$ cat src/common/mcd_params.svh
`ifndef MCD_PARAMS_SVH
`define MCD_PARAMS_SVH

// Plane count and bus widths
`define MCD_NUM_PLANES 2
`define MCD_REG_ADR_W 7
`define MCD_REG_DATA_W 24
`define MCD_PIX_W 8
`define MCD_COLOR_W 6

// Per-plane colour table, two banks of 64 entries
`define MCD_CLUT_DEPTH 128
`define MCD_CLUT_ADR_W 7

// Register map, channel 0 and channel 1 share the CLUT and bank addresses
`define MCD_REG_CLUT_LAST 7'h3F
`define MCD_REG_ORDER 7'h42
`define MCD_REG_BANK 7'h43
`define MCD_REG_TRANS_A 7'h44
`define MCD_REG_TRANS_B 7'h46
`define MCD_REG_BACKDROP 7'h58
`define MCD_REG_WEIGHT_A 7'h5B
`define MCD_REG_WEIGHT_B 7'h5C

`endif

$ cat src/common/mcd_pkg.sv
`include "mcd_params.svh"

package mcd_pkg;

    typedef struct packed {
        logic [`MCD_COLOR_W-1:0] r;
        logic [`MCD_COLOR_W-1:0] g;
        logic [`MCD_COLOR_W-1:0] b;
    } clut_entry_t;

    typedef struct packed {
        logic [7:0] r;
        logic [7:0] g;
        logic [7:0] b;
    } rgb888_t;

    // Colour registers carry 6 bits per channel, left aligned in each byte
    typedef struct packed {
        logic [`MCD_COLOR_W-1:0] r;
        logic [1:0] r_low;
        logic [`MCD_COLOR_W-1:0] g;
        logic [1:0] g_low;
        logic [`MCD_COLOR_W-1:0] b;
        logic [1:0] b_low;
    } reg_color_t;

    // Bank, weight, backdrop and order all sit in the low 6 bits
    typedef struct packed {
        logic [`MCD_REG_DATA_W-7:0] upper;
        logic [5:0] field;
    } reg_ctrl_t;

    typedef union packed {
        reg_color_t color;
        reg_ctrl_t ctrl;
    } reg_data_u;

    typedef struct packed {
        logic strobe;
        logic [`MCD_REG_ADR_W-1:0] adr;
        reg_data_u data;
    } reg_write_t;

    typedef struct packed {
        logic clut_we;
        logic [`MCD_CLUT_ADR_W-2:0] clut_adr;
        logic bank_we;
        logic trans_we;
        logic weight_we;
        reg_data_u data;
    } plane_cmd_t;

    typedef struct packed {
        logic valid;
        logic [`MCD_NUM_PLANES-1:0][`MCD_PIX_W-1:0] code;
    } pixel_in_t;

    typedef struct packed {
        logic valid;
        logic visible;
        rgb888_t rgb;
    } plane_out_t;

    typedef struct packed {
        logic y;
        logic r;
        logic g;
        logic b;
    } backdrop_t;

    typedef struct packed {
        backdrop_t backdrop;
        logic b_in_front;
    } mixer_cfg_t;

endpackage

$ cat src/plane/clut_ram.sv
`timescale 1ns/10ps
`include "mcd_params.svh"

module clut_ram
    import mcd_pkg::*;
(
    input  logic                       clk,
    input  logic                       we,
    input  logic [`MCD_CLUT_ADR_W-1:0] addr,
    input  clut_entry_t                wdata,
    output clut_entry_t                rdata
);

    clut_entry_t mem [`MCD_CLUT_DEPTH];

    // Write-first, a write returns the new entry on the same edge
    always_ff @(posedge clk) begin
        if (we) begin
            mem[addr] <= wdata;
            rdata <= wdata;
        end else begin
            rdata <= mem[addr];
        end
    end

endmodule

$ cat src/plane/clut_plane.sv
`timescale 1ns/10ps
`include "mcd_params.svh"

module clut_plane
    import mcd_pkg::*;
(
    input  logic                  clk,
    input  logic                  reset,
    input  plane_cmd_t            cmd,
    input  logic                  pix_valid,
    input  logic [`MCD_PIX_W-1:0] pix_code,
    output plane_out_t            out
);

    logic bank;
    clut_entry_t trans_color;
    logic [5:0] weight;

    clut_entry_t wr_entry;
    logic [`MCD_CLUT_ADR_W-1:0] ram_addr;
    clut_entry_t clut_data;
    logic valid_s1;

    // Entry value times (weight + 1) / 64, on the 8-bit scale
    function automatic logic [7:0] scale(
        input logic [`MCD_COLOR_W-1:0] c,
        input logic [5:0] w
    );
        logic [13:0] prod;
        prod = 14'({c, 2'b00}) * (14'(w) + 14'd1);
        return prod[13:6];
    endfunction

    assign wr_entry = '{
        r: cmd.data.color.r,
        g: cmd.data.color.g,
        b: cmd.data.color.b
    };

    always_ff @(posedge clk) begin
        if (reset) begin
            bank <= 1'b0;
            trans_color <= '0;
            weight <= '0;
        end else begin
            if (cmd.bank_we) begin
                bank <= cmd.data.ctrl.field[0];
            end
            if (cmd.trans_we) begin
                trans_color <= wr_entry;
            end
            if (cmd.weight_we) begin
                weight <= cmd.data.ctrl.field;
            end
        end
    end

    // Writes borrow the single RAM port, code bit 7 is ignored
    assign ram_addr = cmd.clut_we ? {bank, cmd.clut_adr} : pix_code[`MCD_CLUT_ADR_W-1:0];

    clut_ram ram_i (
        .clk,
        .we(cmd.clut_we),
        .addr(ram_addr),
        .wdata(wr_entry),
        .rdata(clut_data)
    );

    always_ff @(posedge clk) begin
        if (reset) begin
            valid_s1 <= 1'b0;
            out.valid <= 1'b0;
        end else begin
            valid_s1 <= pix_valid;
            out.valid <= valid_s1;
        end
    end

    // Transparency compares the raw entry, before weighting
    always_ff @(posedge clk) begin
        out.visible <= (clut_data != trans_color);
        out.rgb.r <= scale(clut_data.r, weight);
        out.rgb.g <= scale(clut_data.g, weight);
        out.rgb.b <= scale(clut_data.b, weight);
    end

    // A table write would steal the read port from a live pixel
    no_clut_write_on_pixel: assert property (
        @(posedge clk) disable iff (reset)
        !(cmd.clut_we && pix_valid)
    );

endmodule

$ cat src/hw/channel_reg_decode.sv
`timescale 1ns/10ps
`include "mcd_params.svh"

module channel_reg_decode
    import mcd_pkg::*;
(
    input  logic       clk,
    input  logic       reset,
    input  reg_write_t ch0_write,
    input  reg_write_t ch1_write,
    output plane_cmd_t plane_cmd [`MCD_NUM_PLANES],
    output mixer_cfg_t mixer_cfg
);

    // Map one channel write onto the address-independent plane command
    function automatic plane_cmd_t decode_write(
        input reg_write_t wr,
        input logic [`MCD_REG_ADR_W-1:0] trans_adr,
        input logic [`MCD_REG_ADR_W-1:0] weight_adr
    );
        plane_cmd_t cmd;
        cmd.clut_we = wr.strobe && (wr.adr <= `MCD_REG_CLUT_LAST);
        cmd.clut_adr = wr.adr[`MCD_CLUT_ADR_W-2:0];
        cmd.bank_we = wr.strobe && (wr.adr == `MCD_REG_BANK);
        cmd.trans_we = wr.strobe && (wr.adr == trans_adr);
        cmd.weight_we = wr.strobe && (wr.adr == weight_adr);
        cmd.data = wr.data;
        return cmd;
    endfunction

    // Channel 0 drives plane A, channel 1 drives plane B
    always_comb begin
        plane_cmd[0] = decode_write(ch0_write, `MCD_REG_TRANS_A, `MCD_REG_WEIGHT_A);
        plane_cmd[1] = decode_write(ch1_write, `MCD_REG_TRANS_B, `MCD_REG_WEIGHT_B);
    end

    // Backdrop and plane order belong to channel 0 only
    always_ff @(posedge clk) begin
        if (reset) begin
            mixer_cfg <= '0;
        end else if (ch0_write.strobe) begin
            if (ch0_write.adr == `MCD_REG_BACKDROP) begin
                mixer_cfg.backdrop <= backdrop_t'(ch0_write.data.ctrl.field[3:0]);
            end
            if (ch0_write.adr == `MCD_REG_ORDER) begin
                mixer_cfg.b_in_front <= ch0_write.data.ctrl.field[0];
            end
        end
    end

    // Second channel is limited to the upper banks
    ch1_upper_bank_only: assert property (
        @(posedge clk) disable iff (reset)
        plane_cmd[1].bank_we |-> plane_cmd[1].data.ctrl.field[1]
    );

endmodule

$ cat src/hw/plane_mixer.sv
`timescale 1ns/10ps

module plane_mixer
    import mcd_pkg::*;
(
    input  logic       clk,
    input  logic       reset,
    input  plane_out_t plane_a,
    input  plane_out_t plane_b,
    input  mixer_cfg_t cfg,
    output rgb888_t    rgb,
    output logic       rgb_valid
);

    rgb888_t backdrop_rgb;
    rgb888_t mix_rgb;
    plane_out_t front;
    plane_out_t rear;

    always_comb begin
        backdrop_rgb.r = cfg.backdrop.r ? 8'hFF : 8'h00;
        backdrop_rgb.g = cfg.backdrop.g ? 8'hFF : 8'h00;
        backdrop_rgb.b = cfg.backdrop.b ? 8'hFF : 8'h00;
        // Half brightness when y is clear
        if (!cfg.backdrop.y) begin
            backdrop_rgb.r[7] = 1'b0;
            backdrop_rgb.g[7] = 1'b0;
            backdrop_rgb.b[7] = 1'b0;
        end
    end

    assign front = cfg.b_in_front ? plane_b : plane_a;
    assign rear = cfg.b_in_front ? plane_a : plane_b;

    always_comb begin
        mix_rgb = backdrop_rgb;
        if (rear.visible) begin
            mix_rgb = rear.rgb;
        end
        if (front.visible) begin
            mix_rgb = front.rgb;
        end
    end

    always_ff @(posedge clk) begin
        if (reset) begin
            rgb_valid <= 1'b0;
        end else begin
            rgb_valid <= plane_a.valid;
        end
    end

    // Colour holds until the next pixel arrives
    always_ff @(posedge clk) begin
        if (plane_a.valid) begin
            rgb <= mix_rgb;
        end
    end

    // Both plane pipelines see the same pixel strobe and latency
    planes_in_step: assert property (
        @(posedge clk) disable iff (reset)
        plane_a.valid == plane_b.valid
    );

endmodule

$ cat src/hw/mcd_video_out.sv
`timescale 1ns/10ps
`include "mcd_params.svh"

module mcd_video_out
    import mcd_pkg::*;
(
    input  logic       clk,
    input  logic       reset,
    input  reg_write_t ch0_write,
    input  reg_write_t ch1_write,
    input  pixel_in_t  pixel_in,
    output rgb888_t    rgb,
    output logic       rgb_valid
);

    plane_cmd_t plane_cmd [`MCD_NUM_PLANES];
    plane_out_t plane_out [`MCD_NUM_PLANES];
    mixer_cfg_t mixer_cfg;

    channel_reg_decode decode_i (
        .clk,
        .reset,
        .ch0_write,
        .ch1_write,
        .plane_cmd,
        .mixer_cfg
    );

    // Plane 0 is plane A, plane 1 is plane B
    generate
        for (genvar i = 0; i < `MCD_NUM_PLANES; i++) begin : g_plane
            clut_plane plane_i (
                .clk,
                .reset,
                .cmd(plane_cmd[i]),
                .pix_valid(pixel_in.valid),
                .pix_code(pixel_in.code[i]),
                .out(plane_out[i])
            );
        end
    endgenerate

    plane_mixer mixer_i (
        .clk,
        .reset,
        .plane_a(plane_out[0]),
        .plane_b(plane_out[1]),
        .cfg(mixer_cfg),
        .rgb,
        .rgb_valid
    );

endmodule

$ cat config.mk
export PLATFORM = sky130hd
export DESIGN_NAME = mcd_video_out
export DESIGN_NICKNAME = d
export VERILOG_FILES = /design/src/common/mcd_pkg.sv /design/src/plane/clut_ram.sv /design/src/plane/clut_plane.sv /design/src/hw/channel_reg_decode.sv /design/src/hw/plane_mixer.sv /design/src/hw/mcd_video_out.sv
export VERILOG_INCLUDE_DIRS = /design/src /design/src/common
export SDC_FILE = /design/constraint.sdc
export NUM_CORES = 2
export LEC_CHECK = 0
export ABC_CLOCK_PERIOD_IN_PS = 10940
export BUFFER_PORTS_ARGS = -buffer_cell sky130_fd_sc_hd__buf_4
export CORE_UTILIZATION = 32
export CTS_BUF_LIST = sky130_fd_sc_hd__clkbuf_4 sky130_fd_sc_hd__clkbuf_8
export DETAILED_ROUTE_END_ITERATION = 16
export GPL_TIMING_DRIVEN = 0
export SLEW_MARGIN = 5
export SYNTH_ARGS = -nofsm -noshare
export SYNTH_HDL_FRONTEND = slang
export SYNTH_MEMORY_MAX_BITS = 65536
export SYNTH_SLANG_ARGS = --single-unit
export TNS_END_PERCENT = 5
$ cat constraint.sdc
create_clock -name clk -period 10.94 [get_ports clk]
set_input_delay 1.641 -clock clk [delete_from_list [all_inputs] [get_ports clk]]
set_output_delay 1.641 -clock clk [all_outputs]
set_load 0.005 [all_outputs]
==> qor_table.md <==
| Result | Value | Unit |
|:---|:---|:---|
| Width of the die | 773.4 | um |
| Number of distinct standard cells referenced by the synthesized netlist | 90 | - |
| Core region area | 591400 | um2 |
| Type of the worst min-delay path | reg2reg | - |
| Leakage | 71.36 | nW |
| Number of ports placed on the die boundary | 108 | - |
| Req. time, crit path | 12.05 | ns |
| Library cell with the largest summed area after synthesis | edfxtp_1 | - |
| Top-area cell type share of the netlist area | 73.04 | % |
| Vias in the first global route | 101.6k | - |
| Avg Inst Size Synth | 21.53 | um2 |
| Fraction of layout instances using a drive strength above 1 | 33.84 | % |
| Most used cell, CP | buf_2 | - |
| Cell with the largest stage delay on the worst path | buf_1 | - |
| Worst Hold Path Cells | 1 | - |
| Cells after DPL | 17.00k | - |
| Min Clock Period, post-route | 10.76 | ns |
| Post-Layout Cell Count | 18.35k | - |
| First-pass GRT wire length | 902400 | um |
| Timing-limited maximum frequency | 92.93 | MHz |
| Depth of the most critical reg-to-reg path | 26 | - |
| Register-to-register setup slack | 0.18 | ns |
| Proportion of synthesized flip-flops having asynchronous set or reset | 0 | % |
| Top_reg_cell synth | edfxtp_1 | - |
| Number of synthesized flops with an enable pin | 4632 | - |
| Pin count of the biggest net entering global routing | 132 | - |
| Post-CTS Resized | 0 | - |
| Initial antenna violation count | 46 | - |
| Critical path data arrival time | 11.88 | ns |
| Clk sink count | 4754 | - |
| Element type at the critical path start | flop | - |
| Finish-stage setup viols | 0 | - |
| Share of synthesized area occupied by flip-flops and latches | 74.32 | % |
| Post-synthesis instance area | 190400 | um2 |
| Max-cap check violation count | 3 | - |
| Detailed-route wire length per cell | 37.37 | um |
| GRT Util Overall | 22.25 | % |
| Tightest Pin Transition | 1.550 | ns |
| Die Y | 773.4 | um |
| Max incr delay on CP | 1.18 | ns |
| Port Buffers | 95 | - |
| Synth Register Bits | 4754 | - |
| Most used standard cells in the synthesized netlist | 4632 x edfxtp_1, 1377 x mux4_2, 573 x nor2_1 | - |
| Violations in the final reports | max-capacitance violations, max-slew violations | - |
| Most used standard cell by instance count after synthesis | edfxtp_1 | - |
| Portion of the clock cycle consumed by the worst path in the final layout | 98.36 | % |
| Warning count from the yosys run | 0 | - |
| Worst hold-check slack | 0.4367 | ns |
| RSZ-0062 raised after global routing | no | - |
| CTS tree | built | - |
| Row cnt | 282 | - |
| Capturing element type of the critical path | flop | - |
| Worst Setup Slack, final | 0.1789 | ns |
| Clock-pin transition on the worst setup and hold timing paths | 0.06 | ns |
| Headroom to the max-slew limit | -3.323 | % |
| Layout overhead on the synthesized area | 17.68 | % |
| Worst reg2reg path endpoint | g_plane[1].plane_i.out[7] | - |
| Via count | 103.2k | - |
| Ratio of routed vias to standard cells | 5.621 | - |
| Worst Path Buf+Inv | 7 | - |
| Family of cells with the greatest summed delay on the critical path | buffers and inverters | - |
| Fillcell total | 52.87k | - |
| Largest buffer count on any clock path | 4 | - |
| Number of nets at the end of the flow | 10.26k | - |
| Area of the die | 598200 | um2 |
| Power density over the cells | 173.5 | nW/um2 |
| Worst supply voltage drop on vdd | 0.0001571 | V |
| Fin. Hold Viols | 0 | - |
| Placed wire-length estimate after detailed placement | 450800 | um |
| Drt drc | 0 | - |
| Crit path max fanout | 11 | - |
| End point of the worst hold path | g_plane[1].plane_i.out[25] | - |
| Final RePlAce weighted congestion | 0.9683 | - |
| Clock latency reported for the late side of the worst-skew pair | 1.38 | ns |
| Post-Syn Nets | 9154 | - |
| Detailed Routing Iterations Pass 1 | 8 | - |
| Number of buffers created by CTS | 740 | - |
| Max Transition Viols Final | 26 | - |
| Initial core utilization | 32.20 | % |
| Depth of the CTS H-tree | 6 | - |
| Clk root buf | clkbuf_8 | - |
| DP Worst Slack | 0.3276 | ns |
| Post-synthesis instance total | 8847 | - |
| Cell types occupying the most area after synthesis | edfxtp_1 73%, mux4_2 16%, dfxtp_1 1.3% | - |
| Run status | finished, violations left | - |
| Path type of the worst setup path | reg2reg | - |
| Share of the core filled with cells | 37.90 | % |
| Setup clock skew after layout | 0.1512 | ns |
| Overall power consumption | 38.87 | mW |
| WL final | 685700 | um |
| Overflow after GRT | 0 | - |
| Iteration-0 DRC Markers | 15.98k | - |
| Startpoint of the lowest-slack hold path | g_plane[1].plane_i.valid_s1 | - |
| Routed Antenna Nets | 0 | - |
-- stage by stage --
stage	setup TNS, ns	area, um2
after global routing	0	224100
after detailed placement	0	208700
after floorplan	0	190400
after global placement	-3.110	200900
final	0	224100
after CTS	0	223200
-- placed cells by master (no fill, tap or decap), drive strengths merged, types with 8 or more instances in the layout --
cell type,count
bufinv,17
nor2b,52
or2,34
mux4,1384
nor3,26
clkbuf,1169
a32oi,11
clkinv,243
o21ai,56
a21oi,76
a22oi,14
edfxtp,4632
o22ai,14
nor4,9
diode,23
nand2,262
buf,631
nand4,17
xnor2,72
o31ai,9
a211oi,11
o221ai,16
nor2,573
fa,120
a31oi,44
nand3,61
dfxtp,122
and2,15
a21o,11
a221oi,8
mux2i,216
xor2,56
or3,8
and3,16
nand3b,9
nand2b,37
mux2,33
ha,104
inv,243
-- worst max-delay path by stage --
stage | cells past startpoint | end | start
final | 26 | g_plane[1].plane_i.out[7] | flop
after floorplan | 29 | g_plane[1].plane_i.out[15] | flop
after global placement | 25 | g_plane[1].plane_i.out[15] | flop
after detailed placement | 27 | g_plane[0].plane_i.out[15] | flop
after CTS | 27 | g_plane[0].plane_i.out[15] | flop
after global routing | 26 | g_plane[1].plane_i.out[7] | flop
-- per-layer routing --
| layer | part of all wire (%) | GRT usage, % | up-vias |
|---|---|---|---|
| met2 | 45 | 34.37 | 7458 |
| met4 | 7.1 | 12.86 | 10 |
| li1 | - | - | 38914 |
| met3 | 12 | 6.470 | 1536 |
| met5 | 0.010 | 0 | - |
| met1 | 35 | 28.01 | 55236 |
-- logic make-up (layout without fill, tap and decap cells) --
logic type               Yosys count  count (layout)  share of synthesized area [%]
flip-flops                      4754            4754                          74.32
buffers and inverters            639            2310                          1.632
AO/OA/AOI/OAI                    334             334                          1.185
AND/OR/NAND/NOR                 1135            1135                          2.608
other                              0              23                              0
multiplexers                    1633            1633                          17.72
adder cells (fa/ha/maj)          224             224                          1.945
XOR/XNOR                         128             128                         0.5887
-- what timing repair did --
item	4_1_cts	5_1_grt
buffers inserted	0	0
hold buffers	0	0
endpoints found under the setup margin	0	1
-- flip-flops by register name (all words and copies together) (netlist names), named ones only --
register / flops
g_plane.plane_i.weight: 12
mixer_i.rgb_valid: 1
decode_i.mixer_cfg: 5
g_plane.plane_i.trans_color: 36
g_plane.plane_i.valid_s1: 1
g_plane.plane_i.bank: 2
mixer_i.rgb: 24
g_plane.plane_i.ram_i.mem: 4608
g_plane.plane_i.out: 51
-- cell type report --
type	instances	area, um2	area share, %
antenna	23	57.56	0.02568
buffer	438	2496	1.114
clock buffer	993	12230	5.459
clock inverter	310	2283	1.019
inverter	200	750.7	0.3350
multi-input combinational	3454	47730	21.30
sequential	4754	141500	63.15
tap	7810	9772	4.360
timing repair buffer	369	7254	3.237
-- power breakdown --
part	internal, mW	switching [mW]
Clock	7.74	7.32
Combinational	1.22	2.53
Sequential	20.0	0.0242
-- worst register-to-register path, stage by stage, from the launching register on --
cell,delay [ns]
dfxtp_1,0.53
buf_2,0.43
buf_2,0.41
buf_2,0.58
buf_2,0.76
buf_1,1.23
clkbuf_2,0.88
mux4_2,0.45
nand2_1,0.09
a21oi_1,0.26
a21oi_1,0.21
o21ai_0,1.02
nand2_1,0.18
fa_1,0.51
fa_1,0.50
fa_1,0.50
inv_1,0.04
ha_1,0.34
nor2b_1,0.15
o21ai_0,0.22
a21boi_0,0.17
o21ai_0,0.20
nand2b_1,0.11
a21o_1,0.23
a21oi_1,0.18
xnor2_1,0.11
xnor2_1,0.31
Note: power is estimated with default switching activity, not from simulation.
